$ cat src/include/memory_config.svh
// Width, depth and latency macros for the cache levels and main memory
`ifndef MEMORY_CONFIG_SVH
`define MEMORY_CONFIG_SVH

// Word and address sizes
`define ADDR_WIDTH        6
`define DATA_WIDTH        16

// L1 geometry with two ways per set
`define L1_SETS           2
`define L1_TAG_WIDTH      5    // Address bits above the set index

// Fully associative L2 geometry
`define L2_ENTRIES        8
`define L2_AGE_WIDTH      3    // Enough for true LRU over 8 entries

// Backing store
`define MEM_WORDS         64
`define MEM_READ_LATENCY  2    // Cycles from memory request to valid

`endif

$ cat src/logic/memory_pkg.sv
// Package with the cache operation enum and the L1 and L2 FSM state enums
package memory_pkg;

  // Operation passed L1 -> L2 and L2 -> memory
  typedef enum logic
  {
    OP_READ  = 1'b0,
    OP_WRITE = 1'b1
  } cache_op_t;

  // L1 front end
  typedef enum logic
  {
    L1_IDLE    = 1'b0,   // Accepting requests
    L1_WAIT_L2 = 1'b1    // Write or read miss outstanding in L2
  } l1_state_t;

  // L2 controller
  typedef enum logic
  {
    L2_IDLE     = 1'b0,
    L2_WAIT_MEM = 1'b1   // Read miss waiting on main memory
  } l2_state_t;

endpackage

$ cat src/logic/l1_cache.sv
// Two-way set-associative L1 cache with the request front end
`timescale 1ns/100ps
`include "memory_config.svh"

module l1_cache
  import memory_pkg::*;
(
  input  logic                   clock,
  input  logic                   reset,
  input  logic                   i_read,           // One-cycle read strobe
  input  logic                   i_write,          // One-cycle write strobe
  input  logic [`ADDR_WIDTH-1:0] i_address,
  input  logic [`DATA_WIDTH-1:0] i_write_data,
  output logic [`DATA_WIDTH-1:0] o_read_data,      // Held until next done
  output logic                   o_hit_l1,
  output logic                   o_hit_l2,
  output logic                   o_done,           // Pulse at end of access
  output logic                   o_busy,
  output logic                   o_l2_req,         // Strobe towards L2
  output cache_op_t              o_l2_op,
  output logic [`ADDR_WIDTH-1:0] o_l2_address,
  output logic [`DATA_WIDTH-1:0] o_l2_write_data,
  input  logic                   i_l2_done,
  input  logic [`DATA_WIDTH-1:0] i_l2_data,
  input  logic                   i_l2_hit
);

  // Arrays indexed [set][way]
  logic [`DATA_WIDTH-1:0]   l1_data  [`L1_SETS][2];
  logic [`L1_TAG_WIDTH-1:0] l1_tag   [`L1_SETS][2];
  logic                     l1_valid [`L1_SETS][2];
  logic                     l1_lru   [`L1_SETS][2];   // Set means next victim

  l1_state_t              state;
  logic                   hit_pending;   // Read hit whose done goes out next cycle
  logic                   req_hit;       // L1 lookup result of access in flight
  logic [`DATA_WIDTH-1:0] req_data;      // Hit word or word being written

  logic [`ADDR_WIDTH-1:0]               look_address;
  logic [`ADDR_WIDTH-`L1_TAG_WIDTH-1:0] look_set;
  logic [`L1_TAG_WIDTH-1:0]             look_tag;
  logic                                 hit_way0;
  logic                                 hit_way1;
  logic                                 look_hit;
  logic                                 way_sel;
  logic                                 new_req;
  logic                                 fill_en;
  logic                                 store_en;
  logic                                 touch_en;
  logic [`DATA_WIDTH-1:0]               store_word;

  // While waiting on L2 the held request address drives the lookup
  assign look_address = (state == L1_WAIT_L2) ? o_l2_address : i_address;
  assign look_set     = look_address[`ADDR_WIDTH-`L1_TAG_WIDTH-1:0];
  assign look_tag     = look_address[`ADDR_WIDTH-1 -: `L1_TAG_WIDTH];

  assign hit_way0 = l1_valid[look_set][0] && (l1_tag[look_set][0] == look_tag);
  assign hit_way1 = l1_valid[look_set][1] && (l1_tag[look_set][1] == look_tag);
  assign look_hit = hit_way0 || hit_way1;

  // Matching way, then first free way, then the LRU way
  always_comb
  begin
    if (hit_way0)
      way_sel = 1'b0;
    else if (hit_way1)
      way_sel = 1'b1;
    else if (!l1_valid[look_set][0])
      way_sel = 1'b0;
    else if (!l1_valid[look_set][1])
      way_sel = 1'b1;
    else
      way_sel = l1_lru[look_set][1];
  end

  assign new_req    = (i_read || i_write) && !o_busy;
  assign fill_en    = (state == L1_WAIT_L2) && i_l2_done && (o_l2_op == OP_READ);
  assign store_en   = (new_req && i_write) || fill_en;       // Write allocate or read fill
  assign touch_en   = (new_req && (i_write || look_hit)) || fill_en;
  assign store_word = fill_en ? i_l2_data : i_write_data;

  // Data and tag storage
  always_ff @(posedge clock)
  begin
    if (store_en)
    begin
      l1_data[look_set][way_sel] <= store_word;
      l1_tag[look_set][way_sel]  <= look_tag;
    end
  end

  // Valid and LRU bits
  always_ff @(posedge clock or posedge reset)
  begin
    if (reset)
    begin
      for (int s = 0; s < `L1_SETS; s++)
      begin
        l1_valid[s][0] <= 1'b0;
        l1_valid[s][1] <= 1'b0;
        l1_lru[s][0]   <= 1'b0;
        l1_lru[s][1]   <= 1'b0;
      end
    end
    else
    begin
      if (store_en)
        l1_valid[look_set][way_sel] <= 1'b1;
      if (touch_en)
      begin
        l1_lru[look_set][way_sel]  <= 1'b0;                         // Most recent
        l1_lru[look_set][~way_sel] <= l1_valid[look_set][~way_sel]; // Other way ages if used
      end
    end
  end

  // Front-end FSM and status flags
  always_ff @(posedge clock or posedge reset)
  begin
    if (reset)
    begin
      state       <= L1_IDLE;
      hit_pending <= 1'b0;
      req_hit     <= 1'b0;
      o_done      <= 1'b0;
      o_busy      <= 1'b0;
      o_hit_l1    <= 1'b0;
      o_hit_l2    <= 1'b0;
      o_l2_req    <= 1'b0;
    end
    else
    begin
      o_done      <= 1'b0;
      o_l2_req    <= 1'b0;
      hit_pending <= 1'b0;
      if (new_req)
      begin
        o_busy  <= 1'b1;
        req_hit <= look_hit;
        if (i_write || !look_hit)
        begin
          o_l2_req <= 1'b1;   // Write-through, or fetch on miss
          state    <= L1_WAIT_L2;
        end
        else
          hit_pending <= 1'b1;
      end
      else if (hit_pending)
      begin
        o_done   <= 1'b1;
        o_busy   <= 1'b0;
        o_hit_l1 <= 1'b1;
        o_hit_l2 <= 1'b0;
      end
      else if ((state == L1_WAIT_L2) && i_l2_done)
      begin
        state    <= L1_IDLE;
        o_done   <= 1'b1;
        o_busy   <= 1'b0;
        o_hit_l1 <= req_hit;
        o_hit_l2 <= (o_l2_op == OP_READ) && i_l2_hit;   // Writes report L1 only
      end
    end
  end

  // Request fields and returned word
  always_ff @(posedge clock)
  begin
    if (new_req)
    begin
      req_data        <= i_write ? i_write_data : l1_data[look_set][way_sel];
      o_l2_op         <= i_write ? OP_WRITE : OP_READ;
      o_l2_address    <= i_address;
      o_l2_write_data <= i_write_data;
    end
    if (hit_pending || ((state == L1_WAIT_L2) && i_l2_done && (o_l2_op == OP_WRITE)))
      o_read_data <= req_data;      // Hit word, or echo of the write
    else if (fill_en)
      o_read_data <= i_l2_data;
  end

  // Caller never raises both strobes
  a_one_strobe: assert property (@(posedge clock) disable iff (reset)
    !(i_read && i_write));

  // One access in flight
  a_no_req_busy: assert property (@(posedge clock) disable iff (reset)
    o_busy |-> !(i_read || i_write));

  // L2 only answers an outstanding request
  a_l2_done_wait: assert property (@(posedge clock) disable iff (reset)
    i_l2_done |-> (state == L1_WAIT_L2));

endmodule

$ cat src/logic/l2_cache.sv
// Eight-entry fully associative L2 cache with age-based true LRU
`timescale 1ns/100ps
`include "memory_config.svh"

module l2_cache
  import memory_pkg::*;
(
  input  logic                   clock,
  input  logic                   reset,
  input  logic                   i_l2_req,          // Strobe from L1
  input  cache_op_t              i_l2_op,
  input  logic [`ADDR_WIDTH-1:0] i_l2_address,
  input  logic [`DATA_WIDTH-1:0] i_l2_write_data,
  output logic                   o_l2_done,         // Pulse back to L1
  output logic [`DATA_WIDTH-1:0] o_l2_data,
  output logic                   o_l2_hit,
  output logic                   o_mem_req,         // Strobe to memory
  output cache_op_t              o_mem_op,
  output logic [`ADDR_WIDTH-1:0] o_mem_address,
  output logic [`DATA_WIDTH-1:0] o_mem_write_data,
  input  logic                   i_mem_valid,       // Read data valid pulse
  input  logic [`DATA_WIDTH-1:0] i_mem_data
);

  typedef logic [$clog2(`L2_ENTRIES)-1:0] index_t;

  logic [`DATA_WIDTH-1:0]   l2_data  [`L2_ENTRIES];
  logic [`ADDR_WIDTH-1:0]   l2_tag   [`L2_ENTRIES];   // Full address
  logic                     l2_valid [`L2_ENTRIES];
  logic [`L2_AGE_WIDTH-1:0] l2_age   [`L2_ENTRIES];   // 0 is most recent

  l2_state_t state;

  logic [`ADDR_WIDTH-1:0]   look_address;
  logic                     look_hit;
  index_t                   hit_index;
  logic                     have_free;
  index_t                   free_index;
  index_t                   old_index;
  index_t                   victim;
  logic [`L2_AGE_WIDTH-1:0] touch_old_age;
  logic                     accept;
  logic                     mem_fill;
  logic                     store_en;
  logic                     touch_en;
  logic [`DATA_WIDTH-1:0]   store_word;
  logic                     dup_address;

  // Held memory address keys the lookup during a refill
  assign look_address = (state == L2_WAIT_MEM) ? o_mem_address : i_l2_address;

  // Associative search, lowest free entry, oldest entry
  always_comb
  begin
    look_hit   = 1'b0;
    hit_index  = '0;
    have_free  = 1'b0;
    free_index = '0;
    old_index  = '0;
    for (int i = `L2_ENTRIES - 1; i >= 0; i--)   // Descending so lowest index wins
    begin
      if (l2_valid[i] && (l2_tag[i] == look_address))
      begin
        look_hit  = 1'b1;
        hit_index = index_t'(i);
      end
      if (!l2_valid[i])
      begin
        have_free  = 1'b1;
        free_index = index_t'(i);
      end
    end
    for (int i = 1; i < `L2_ENTRIES; i++)
      if (l2_age[i] > l2_age[old_index])
        old_index = index_t'(i);
  end

  assign victim = look_hit ? hit_index : (have_free ? free_index : old_index);

  // New fills count as the oldest possible age
  assign touch_old_age = l2_valid[victim] ? l2_age[victim] : {`L2_AGE_WIDTH{1'b1}};

  assign accept     = (state == L2_IDLE) && i_l2_req;
  assign mem_fill   = (state == L2_WAIT_MEM) && i_mem_valid;
  assign store_en   = (accept && (i_l2_op == OP_WRITE)) || mem_fill;
  assign touch_en   = (accept && ((i_l2_op == OP_WRITE) || look_hit)) || mem_fill;
  assign store_word = mem_fill ? i_mem_data : i_l2_write_data;

  // Entry payload
  always_ff @(posedge clock)
  begin
    if (store_en)
    begin
      l2_data[victim] <= store_word;
      l2_tag[victim]  <= look_address;
    end
  end

  // Valid bits and ages
  always_ff @(posedge clock or posedge reset)
  begin
    if (reset)
    begin
      for (int i = 0; i < `L2_ENTRIES; i++)
      begin
        l2_valid[i] <= 1'b0;
        l2_age[i]   <= '0;
      end
    end
    else
    begin
      if (store_en)
        l2_valid[victim] <= 1'b1;
      if (touch_en)
      begin
        for (int i = 0; i < `L2_ENTRIES; i++)
        begin
          if (index_t'(i) == victim)
            l2_age[i] <= '0;
          else if (l2_valid[i] && (l2_age[i] < touch_old_age))
            l2_age[i] <= l2_age[i] + 1'b1;   // Younger entries move back one
        end
      end
    end
  end

  // Controller FSM
  always_ff @(posedge clock or posedge reset)
  begin
    if (reset)
    begin
      state     <= L2_IDLE;
      o_l2_done <= 1'b0;
      o_l2_hit  <= 1'b0;
      o_mem_req <= 1'b0;
    end
    else
    begin
      o_l2_done <= 1'b0;
      o_mem_req <= 1'b0;
      if (accept)
      begin
        if (i_l2_op == OP_WRITE)
        begin
          o_mem_req <= 1'b1;   // Write-through with no answer from memory
          o_l2_done <= 1'b1;
          o_l2_hit  <= look_hit;
        end
        else if (look_hit)
        begin
          o_l2_done <= 1'b1;
          o_l2_hit  <= 1'b1;
        end
        else
        begin
          o_mem_req <= 1'b1;
          state     <= L2_WAIT_MEM;
        end
      end
      else if (mem_fill)
      begin
        state     <= L2_IDLE;
        o_l2_done <= 1'b1;
        o_l2_hit  <= 1'b0;
      end
    end
  end

  // Memory request fields and data back to L1
  always_ff @(posedge clock)
  begin
    if (accept)
    begin
      o_mem_op         <= i_l2_op;
      o_mem_address    <= i_l2_address;
      o_mem_write_data <= i_l2_write_data;
      o_l2_data        <= (i_l2_op == OP_WRITE) ? i_l2_write_data : l2_data[hit_index];
    end
    else if (mem_fill)
      o_l2_data <= i_mem_data;
  end

  // Any two valid entries holding one address
  always_comb
  begin
    dup_address = 1'b0;
    for (int i = 0; i < `L2_ENTRIES; i++)
      for (int j = i + 1; j < `L2_ENTRIES; j++)
        if (l2_valid[i] && l2_valid[j] && (l2_tag[i] == l2_tag[j]))
          dup_address = 1'b1;
  end

  a_unique_address: assert property (@(posedge clock) disable iff (reset)
    !dup_address);

  // Memory answers only the outstanding read miss
  a_mem_valid_wait: assert property (@(posedge clock) disable iff (reset)
    i_mem_valid |-> (state == L2_WAIT_MEM));

endmodule

$ cat src/logic/main_memory.sv
// 64-word backing store with fixed read latency
`timescale 1ns/100ps
`include "memory_config.svh"

module main_memory
  import memory_pkg::*;
(
  input  logic                   clock,
  input  logic                   reset,
  input  logic                   i_mem_req,
  input  cache_op_t              i_mem_op,
  input  logic [`ADDR_WIDTH-1:0] i_mem_address,
  input  logic [`DATA_WIDTH-1:0] i_mem_write_data,
  output logic                   o_mem_valid,      // One pulse per read
  output logic [`DATA_WIDTH-1:0] o_mem_data
);

  typedef logic [$clog2(`MEM_READ_LATENCY + 1)-1:0] count_t;

  logic [`DATA_WIDTH-1:0] mem [`MEM_WORDS];
  logic                   read_pending;
  count_t                 read_count;      // Cycles left before valid
  logic [`ADDR_WIDTH-1:0] read_address;
  logic                   read_due;

  assign read_due = read_pending && (read_count < count_t'(2));

  // Array, cleared on reset, and read latency counter
  always_ff @(posedge clock or posedge reset)
  begin
    if (reset)
    begin
      for (int i = 0; i < `MEM_WORDS; i++)
        mem[i] <= '0;
      read_pending <= 1'b0;
      read_count   <= '0;
      o_mem_valid  <= 1'b0;
    end
    else
    begin
      o_mem_valid <= 1'b0;
      if (i_mem_req && (i_mem_op == OP_WRITE))
        mem[i_mem_address] <= i_mem_write_data;   // Stored in the request cycle
      if (i_mem_req && (i_mem_op == OP_READ))
      begin
        read_pending <= 1'b1;
        read_count   <= count_t'(`MEM_READ_LATENCY - 1);   // Request cycle counts as one
      end
      else if (read_due)
      begin
        read_pending <= 1'b0;
        o_mem_valid  <= 1'b1;
      end
      else if (read_pending)
        read_count <= read_count - 1'b1;
    end
  end

  // Read address and returned word
  always_ff @(posedge clock)
  begin
    if (i_mem_req && (i_mem_op == OP_READ))
      read_address <= i_mem_address;
    if (read_due)
      o_mem_data <= mem[read_address];
  end

  // L2 holds off until the read returns
  a_no_req_pending: assert property (@(posedge clock) disable iff (reset)
    i_mem_req |-> !read_pending);

endmodule

$ cat src/logic/memory_hierarchy.sv
// Top level joining L1, L2 and main memory
`timescale 1ns/100ps
`include "memory_config.svh"

module memory_hierarchy
  import memory_pkg::*;
(
  input  logic                   clock,
  input  logic                   reset,
  input  logic                   i_read,
  input  logic                   i_write,
  input  logic [`ADDR_WIDTH-1:0] i_address,
  input  logic [`DATA_WIDTH-1:0] i_write_data,
  output logic [`DATA_WIDTH-1:0] o_read_data,
  output logic                   o_hit_l1,
  output logic                   o_hit_l2,
  output logic                   o_done,
  output logic                   o_busy
);

  // L1 <-> L2
  logic                   l2_req;
  cache_op_t              l2_op;
  logic [`ADDR_WIDTH-1:0] l2_address;
  logic [`DATA_WIDTH-1:0] l2_write_data;
  logic                   l2_done;
  logic [`DATA_WIDTH-1:0] l2_data;
  logic                   l2_hit;

  // L2 <-> memory
  logic                   mem_req;
  cache_op_t              mem_op;
  logic [`ADDR_WIDTH-1:0] mem_address;
  logic [`DATA_WIDTH-1:0] mem_write_data;
  logic                   mem_valid;
  logic [`DATA_WIDTH-1:0] mem_data;

  l1_cache i_l1_cache
  (
    .clock           (clock),
    .reset           (reset),
    .i_read          (i_read),
    .i_write         (i_write),
    .i_address       (i_address),
    .i_write_data    (i_write_data),
    .o_read_data     (o_read_data),
    .o_hit_l1        (o_hit_l1),
    .o_hit_l2        (o_hit_l2),
    .o_done          (o_done),
    .o_busy          (o_busy),
    .o_l2_req        (l2_req),
    .o_l2_op         (l2_op),
    .o_l2_address    (l2_address),
    .o_l2_write_data (l2_write_data),
    .i_l2_done       (l2_done),
    .i_l2_data       (l2_data),
    .i_l2_hit        (l2_hit)
  );

  l2_cache i_l2_cache
  (
    .clock            (clock),
    .reset            (reset),
    .i_l2_req         (l2_req),
    .i_l2_op          (l2_op),
    .i_l2_address     (l2_address),
    .i_l2_write_data  (l2_write_data),
    .o_l2_done        (l2_done),
    .o_l2_data        (l2_data),
    .o_l2_hit         (l2_hit),
    .o_mem_req        (mem_req),
    .o_mem_op         (mem_op),
    .o_mem_address    (mem_address),
    .o_mem_write_data (mem_write_data),
    .i_mem_valid      (mem_valid),
    .i_mem_data       (mem_data)
  );

  main_memory i_main_memory
  (
    .clock            (clock),
    .reset            (reset),
    .i_mem_req        (mem_req),
    .i_mem_op         (mem_op),
    .i_mem_address    (mem_address),
    .i_mem_write_data (mem_write_data),
    .o_mem_valid      (mem_valid),
    .o_mem_data       (mem_data)
  );

endmodule

$ cat config.mk
export PLATFORM = sky130hd
export DESIGN_NAME = memory_hierarchy
export DESIGN_NICKNAME = d
export VERILOG_FILES = /design/src/logic/memory_pkg.sv /design/src/logic/l1_cache.sv /design/src/logic/l2_cache.sv /design/src/logic/main_memory.sv /design/src/logic/memory_hierarchy.sv
export VERILOG_INCLUDE_DIRS = /design/src /design/src/include
export SDC_FILE = /design/constraint.sdc
export NUM_CORES = 2
export LEC_CHECK = 0
export BUFFER_PORTS_ARGS = -buffer_cell sky130_fd_sc_hd__buf_2
export CORE_MARGIN = 5
export CORE_UTILIZATION = 57
export CTS_CLUSTER_DIAMETER = 150
export DETAILED_ROUTE_END_ITERATION = 12
export PLACE_DENSITY = 0.83
export SLEW_MARGIN = 0
export SYNTH_ARGS = -nofsm -noshare
export SYNTH_HDL_FRONTEND = slang
export SYNTH_SLANG_ARGS = --single-unit
$ cat constraint.sdc
create_clock -name clock -period 31.9 [get_ports clock]
set_clock_uncertainty 0.2 [all_clocks]
set_input_delay 3.19 -clock clock [delete_from_list [all_inputs] [get_ports clock]]
set_output_delay 3.19 -clock clock [all_outputs]
set_load 0.02 [all_outputs]
# Yosys cells after proc, flatten, opt, wreduce, memory -nomap -nowiden
# Memories as Yosys holds them, arrays and structs flattened.
# Index checks and enable logic that the tools add are counted.
dict set report classes {
  addsub 9
  n_lt_le_gt_ge 33
  eq_ne 23
  muxes 173
  n_bitwise 21
  reduce_logical 78
}
# op count
set op_table {}
lappend op_table {{1024-bit bitwise mux} 1}
lappend op_table {{16-bit two-way mux} 15}
lappend op_table {{3-bit two-way mux} 53}
lappend op_table {{16-bit binary-select mux with 6-bit select} 1}
lappend op_table {{16-bit demux with 6-bit select} 1}
lappend op_table {{1-bit two-way mux} 71}
lappend op_table {{3-bit binary-select mux with 3-bit select} 7}
lappend op_table {{6-bit == test} 8}
lappend op_table {{1-bit logical AND} 37}
lappend op_table {{32-bit two-way mux} 1}
lappend op_table {{4-bit >= comparator (second input constant)} 7}
lappend op_table {{2-bit nonzero test} 14}
lappend op_table {{3-bit by 1-bit adder with 3-bit output (second input constant)} 8}
lappend op_table {{3-bit < comparator} 8}
lappend op_table {{2-bit AND reduction} 11}
lappend op_table {{3-bit > comparator} 7}
lappend op_table {{2-bit two-way mux} 10}
lappend op_table {{16-bit demux with 1-bit select} 1}
lappend op_table {{3-bit inverter with 4-bit output} 4}
lappend op_table {{7-bit >= comparator (second input constant)} 2}
lappend op_table {{6-bit inverter with 7-bit output} 2}
lappend op_table {{3-bit == test (first input constant)} 4}
lappend op_table {{6-bit two-way mux} 2}
lappend op_table {{5-bit == test} 2}
lappend op_table {{other kinds (31)} 60}
dict set report totals {
  reg_bits 1196
  ram_bits 260
  input_bits 26
  output_inout_bits 20
  wordCells 455
  n_memories 4
}
# memory words word_bits rd rd_clocked_by_memory_dff wr line_no
set mem_list {}
lappend mem_list {i_l2_cache.l2_data 8 16 1 0 1 l2_cache.sv:27} ;# logic [`DATA_WIDTH-1:0] l2_data [`L2_ENTRIES];
lappend mem_list {i_l1_cache.l1_data 2 32 1 0 1 l1_cache.sv:29} ;# logic [`DATA_WIDTH-1:0] l1_data [`L1_SETS][2];
lappend mem_list {i_l2_cache.l2_tag 8 6 8 0 1 l2_cache.sv:28} ;# logic [`ADDR_WIDTH-1:0] l2_tag [`L2_ENTRIES];
lappend mem_list {i_l1_cache.l1_tag 2 10 1 0 1 l1_cache.sv:30} ;# logic [`L1_TAG_WIDTH-1:0] l1_tag [`L1_SETS][2];

# Depth between registers and ports, before layout
dict set report depth {
  word_depth 49
  ltp_mapped 67
  mapped_depth_nobuf 61
}

# Cells and area by module
# From an unflattened synthesis, not the netlist that was laid out.
dict set report hier_totals {
  hier_cells 4417
  area_unflattened_um2 66358.6
}
# module instances cells_each area_per_inst_um2 seq_area_each_um2
set modules_own_cells {}
lappend modules_own_cells {main_memory 1 2970 47470.5 26385.3}
lappend modules_own_cells {l2_cache 1 1092 12778.5 7357.1}
lappend modules_own_cells {l1_cache 1 355 6109.6 4524.3}

# Least setup slack after synthesis
# No wires, ideal clock.
dict set report synth_timing {
  kind {register to register}
  start {register i_l2_cache.l2_age[18] in the netlist's numbering}
  end {memory i_l2_cache.l2_data[5][0] in the netlist's numbering (enable)}
  setup_ns 0.459
  t_arrival_ns 12.730
  t_required_ns 31.241
  path_slack_ns 18.511
  path_stages_with_launch 52
  path_buffers 5
  period_less_slack_ns 13.389
  cell_sequence {dfrtp_1 > clkbuf_1 > inv_1 > ha_1 > nor2b_1 > o21ai_0 > a32oi_1 > mux2i_1 > ha_1 > a211o_1 > nand2_1 > mux2_2 > ha_1 > nand3_1 > o21ai_0 > nor2_1 > mux2_2 > ha_1 > [... 16 more ...] > nand2_1 > o21ai_0 > ha_1 > o21a_1 > o21ai_1 > nand2_1 > mux2_2 > o211ai_1 > o311ai_0 > o21ai_0 > ha_1 > a31oi_1 > a21oi_1 > a31oi_1 > o31ai_2 > buf_4 > clkbuf_1 > nor4_1}
}
dict set report synth_via {
  elab_chain_len 40
}
# item line_no
set synth_rtl {}
lappend synth_rtl {{from (decl)} l2_cache.sv:30} ;# logic [`L2_AGE_WIDTH-1:0] l2_age [`L2_ENTRIES];
lappend synth_rtl {{from (signal, indexed assignment)} l2_cache.sv:121} ;# l2_age[i] <= l2_age[i] + 1'b1;
lappend synth_rtl {{3-bit > comparator} l2_cache.sv:74} ;# if (l2_age[i] > l2_age[old_index])
lappend synth_rtl {{1-bit two-way mux} l2_cache.sv:74}
lappend synth_rtl {{1-bit inverter with 4-bit output (implied by the code)} l2_cache.sv:74}
lappend synth_rtl {{3-bit binary-select mux with 3-bit select} l2_cache.sv:74}
lappend synth_rtl {{3-bit two-way mux (implied by the code) (2 in series)} l2_cache.sv:74}
lappend synth_rtl {{3-bit > comparator} l2_cache.sv:74}
lappend synth_rtl {{2-bit two-way mux} l2_cache.sv:74}
lappend synth_rtl {{2-bit inverter with 4-bit output (implied by the code)} l2_cache.sv:74}
lappend synth_rtl {{[... 21 more ...]} n/a}
lappend synth_rtl {{3-bit > comparator} l2_cache.sv:74}
lappend synth_rtl {{3-bit two-way mux} l2_cache.sv:74}
lappend synth_rtl {{3-bit inverter with 4-bit output (implied by the code)} l2_cache.sv:74}
lappend synth_rtl {{3-bit binary-select mux with 3-bit select} l2_cache.sv:74}
lappend synth_rtl {{3-bit two-way mux (implied by the code) (2 in series)} l2_cache.sv:74}
lappend synth_rtl {{3-bit > comparator} l2_cache.sv:74}
lappend synth_rtl {{3-bit two-way mux *} l2_cache.sv:74}
lappend synth_rtl {{3-bit two-way mux * (2 in series)} l2_cache.sv:78} ;# assign victim = look_hit ? hit_index : (have_free ? free_index : old_index);
lappend synth_rtl {{to (decl)} l2_cache.sv:27}
# Mark *: on every way between the ends. The rest lies on a longest branch, timed or not. The select of a mux whose other input is x is not followed.

# Final worst setup path
dict set report layout_timing {
  start {register i_l2_cache.l2_age[18] in the netlist's numbering}
  end {register i_l2_cache.l2_age[9] in the netlist's numbering}
}
dict set report layout_via {
  elab_chain_len 49
  word_cells_on_any_way 54
  cone_classes {8 x order compare; 1 x eq/ne; 35 x mux; 7 x bitwise; 3 x reduce/logical}
}
# item line_no
set layout_rtl {}
lappend layout_rtl {{3-bit > comparator} l2_cache.sv:74}
lappend layout_rtl {{1-bit two-way mux} l2_cache.sv:74}
lappend layout_rtl {{1-bit inverter with 4-bit output (implied by the code)} l2_cache.sv:74}
lappend layout_rtl {{3-bit binary-select mux with 3-bit select} l2_cache.sv:74}
lappend layout_rtl {{3-bit two-way mux (implied by the code) (2 in series)} l2_cache.sv:74}
lappend layout_rtl {{3-bit > comparator} l2_cache.sv:74}
lappend layout_rtl {{2-bit two-way mux} l2_cache.sv:74}
lappend layout_rtl {{2-bit inverter with 4-bit output (implied by the code)} l2_cache.sv:74}
lappend layout_rtl {{[... 31 more ...]} n/a}
lappend layout_rtl {{3-bit inverter with 4-bit output (implied by the code)} l2_cache.sv:81} ;# assign touch_old_age = l2_valid[victim] ? l2_age[victim] : {`L2_AGE_WIDTH{1'b1}};
lappend layout_rtl {{3-bit binary-select mux with 3-bit select or 1-bit binary-select mux with 3-bit select (tied branches)} l2_cache.sv:81}
lappend layout_rtl {{3-bit two-way mux (implied by the code) or 1-bit two-way mux (tied branches) (2 in series)} l2_cache.sv:81}
lappend layout_rtl {{3-bit two-way mux} l2_cache.sv:81}
lappend layout_rtl {{3-bit < comparator} l2_cache.sv:120} ;# else if (l2_valid[i] && (l2_age[i] < touch_old_age))
lappend layout_rtl {{1-bit logical AND} l2_cache.sv:120}
lappend layout_rtl {{2-bit nonzero test (no line)} n/a}
lappend layout_rtl {{2-bit AND reduction (no line)} n/a}
# Several ways; a longest one is shown, not always the timed one. The select of a mux whose other input is x is not followed.
# A chain may end at the register's enable or synchronous reset.

==> flow_metrics.env <==
export IMPL_rows=124
export IMPL_outcome="completed"
export IMPL_initial_core_util_pct=57.6
export IMPL_dieArea_mm2=0.123
export IMPL_postLayoutCoreUtil_pct=63.4
export IMPL_ys_ff_latch=1454
export IMPL_place_area_mm2=0.0678
export IMPL_drcViolationCount=0
export IMPL_holdPathStages=1
export IMPL_dp_hpwl_mm=95.0
export IMPL_grt_pass1_vias=39200
export IMPL_finalSetupViolCount=0
export IMPL_worst_pin_slew_ns=1.21
export IMPL_hold_path_class="reg2reg"
export IMPL_cts_path_max_buffers=3
export IMPL_avgRoutedWirePerCell_um=25.9
export IMPL_yosysSeqAreaShare_pct=58.0
export IMPL_cts_tree="done"
export IMPL_synth_edf_count=376
export IMPL_drt_pass1_iter_count=5
export IMPL_cp_end_kind="flop"
export IMPL_p_leak_uw=0.0324
export IMPL_pin_count=46
export IMPL_grt_pass1_wl_mm=241
export IMPL_fmax_mhz=68.7
export IMPL_yosysTopAreaCellShare_pct=40.9
export IMPL_ir_worst_vdd_v=0.000167
export IMPL_clock_sinks=1454
export IMPL_die_h_um=350
export IMPL_core_area_mm2=0.115
export IMPL_gr_usage_all_layers_pct=25.5
export IMPL_r2r_cells=55
export IMPL_syn2layout_area_growth_pct=10.1
export IMPL_cp_common_cell="ha_1"
export IMPL_crit_required_ns=32.35
export IMPL_drv_slew=0
export IMPL_yosysWarnings=0
export IMPL_crit_fanout=23
export IMPL_root_buffer="clkbuf_16"
export IMPL_maxCapViolCount=0
export IMPL_p_per_area_mw_per_mm2=79.5
export IMPL_n_fill_cell=7710
export IMPL_place_congestion=0.903
export IMPL_crit_path_start_kind="flop"
export IMPL_ys_flop_type="dfrtp_1"
export IMPL_portBuffers=45
export IMPL_hold_violations=0
export IMPL_syn_cell_area_mm2=0.0660
export IMPL_viasPerCell=6.41
export IMPL_ant_nets=0
export IMPL_async_reset_ff_share_pct=74.1
export IMPL_fin_crit_sh_pct=45.6
export IMPL_synthCells=4322
export IMPL_netlist_top_cells_area="dfrtp_1 41%, mux2_2 19%, edfxtp_1 17%, mux4_2 12%, clkbuf_1 1.6%"
export IMPL_ys_types=81
export IMPL_cts_buffers=145
export IMPL_arrival_ns=15.01
export IMPL_drive_above_1_share_pct=42.7
export IMPL_synth_net_count=4377
export IMPL_yosysTopAreaCell="dfrtp_1"
export IMPL_gr_total_overflow=0
export IMPL_nets=4344
export IMPL_cts_repair_resized=0
export IMPL_holdWs_ns=0.275
export IMPL_insertion_delay_ns=0.77
export IMPL_cts_setup_buffers=0
export IMPL_grt_max_degree=170
export IMPL_vias=37900
export IMPL_antenna_found_initial=9
export IMPL_max_stage_delay_ns=0.73
export IMPL_die_x_um=350
export IMPL_rsz0062_at_grt="false"
export IMPL_worstSetupPathType="reg2reg"
export IMPL_drt_iter0_markers=3769
export IMPL_final_area_mm2=0.0727
export IMPL_synth_area_per_cell_um2=15.3
export IMPL_slew_headroom_pct=19.2
export IMPL_cts_hold_fix_buffers=0
export IMPL_min_period_ns=14.56
export IMPL_cts_reportedPaths_clkPinSlew_ns=0.07
export IMPL_crit_slowest_cell="and2_1"
export IMPL_routed_wl_mm=154
export IMPL_htreeDepth=4
export IMPL_setup_tns_ns=0
metal layers:
layer / track usage, % / vias up / wire [µm]
met4: 8.33 / 10 / 4890
met5: 0 / - / 61
met2: 39.1 / 1492 / 71700
met1: 37.1 / 20000 / 63900
li1: - / 16100 / -
met3: 5.75 / 282 / 12900
cell usage in the layout (no fill, tap or decap), types with 9 or more instances in the layout:
cell | Yosys | final
mux2_2 | 1099 | 1099
dfrtp_1 | 1078 | 1078
edfxtp_1 | 376 | 376
mux4_2 | 338 | 338
nand2_1 | 266 | 266
clkbuf_16 | 0 | 148
nor2_1 | 132 | 127
buf_4 | 2 | 116
o21ai_0 | 99 | 99
a21oi_1 | 72 | 71
inv_1 | 51 | 49
xnor2_1 | 45 | 45
buf_2 | 6 | 45
and3_1 | 41 | 41
clkbuf_1 | 276 | 37
mux2i_1 | 36 | 35
ha_1 | 29 | 29
clkbuf_8 | 0 | 25
a31oi_1 | 25 | 24
nand3_1 | 22 | 22
nor3_1 | 25 | 22
or2_2 | 16 | 16
a311oi_1 | 16 | 16
clkinv_2 | 0 | 16
a211oi_1 | 14 | 14
nand4_1 | 13 | 13
xor2_1 | 12 | 12
bufinv_16 | 0 | 12
a211o_1 | 11 | 11
o211ai_1 | 10 | 10
and2_1 | 9 | 9
critical path: cells and delay by family (launching register included):
kind            cells  cell delay, ns
fa+ha+maj           7            1.95
mux                 5            1.59
simple gates       15            3.51
buf+inv             1            0.18
flops               1            0.55
compound gates     27            6.47
cell families (layout without fill, tap and decap cells):
kind of cell / after synthesis / in the layout / share of synthesized area, %
compound gates: 336 / 336 / 3.39
xor+xnor: 57 / 57 / 0.757
fa+ha+maj: 29 / 29 / 0.550
buf+inv: 395 / 476 / 2.33
flops: 1454 / 1454 / 58.0
mux: 1479 / 1479 / 31.0
other cells: 0 / 1 / 0
simple gates: 572 / 572 / 3.94
state kept, by name, indices dropped and copies added (netlist names), 2 cells and up:
name	count
i_l2_cache.l2_age	24
i_l2_cache.o_mem_write_data	16
i_main_memory.read_address	6
i_l2_cache.o_l2_data	16
i_l1_cache.l1_lru	2
i_l1_cache.o_read_data	16
i_l2_cache.l2_data	128
i_l1_cache.req_data	16
i_l1_cache.l1_data	64
i_l1_cache.l1_tag	20
i_l1_cache.o_l2_write_data	16
i_main_memory.read_count	2
i_l1_cache.l1_valid	4
i_l2_cache.l2_tag	48
i_main_memory.mem	1024
i_l2_cache.l2_valid	8
i_l2_cache.o_mem_address	6
i_main_memory.o_mem_data	16
i_l1_cache.o_l2_address	6
path summary, 6_finish.rpt:
path,endpoint,slack (ns),startpoint
min reg2reg,i_l1_cache.l1_valid[2]$_DFFE_PP0N_,0.27,i_l1_cache.l1_valid[2]$_DFFE_PP0N_
max,i_l2_cache.l2_age[9]$_DFFE_PP0P_,17.34,i_l2_cache.l2_age[18]$_DFFE_PP0P_
min,i_l1_cache.l1_valid[2]$_DFFE_PP0N_,0.27,i_l1_cache.l1_valid[2]$_DFFE_PP0N_
max in group asynchronous,i_main_memory.mem[530]$_DFFE_PP0P_,25.93,reset
max reg2reg,i_l2_cache.l2_age[9]$_DFFE_PP0P_,17.34,i_l2_cache.l2_age[18]$_DFFE_PP0P_
min in group asynchronous,i_main_memory.mem[772]$_DFFE_PP0P_,2.41,reset
layout make-up:
type / count / area [µm²] / area share [%]
Sequential cell: 1454 / 38300 / 52.7
Multi-Input combinational cell: 2473 / 26300 / 36.2
Clock buffer: 211 / 4190 / 5.77
Tap cell: 1512 / 1890 / 2.60
Timing Repair Buffer: 164 / 1160 / 1.59
Clock inverter: 50 / 661 / 0.909
Inverter: 51 / 195 / 0.269
Antenna cell: 1 / 2.50 / 0.00344
where the power goes:
part	switching [µW]	internal (µW)	total, µW
clock network	719	1010	1730
logic	1100	713	1820
registers	116	2110	2220
total	1940	3840	5780
cell usage after synthesis, types with 41 or more instances:
cell type,count
dfrtp_1,1078
buf_1,54
a21oi_1,72
clkbuf_1,276
nand2_1,266
edfxtp_1,376
and3_1,41
inv_1,51
o21ai_0,99
mux2_2,1099
nor2_1,132
mux4_2,338
xnor2_1,45
through the flow:
| step | total power, µW | std cells | worst slack [ns] |
|---|---|---|---|
| floorplan | 3650 | 4322 | 13.64 |
| global placement | 4000 | 5654 | 17.71 |
| detailed placement | 4050 | 5654 | 17.43 |
| CTS | 5790 | 5915 | 17.39 |
| global route | 6100 | 5916 | 15.98 |
| finish | 5780 | 5916 | 17.34 |
(Power assumes the default switching activity.)
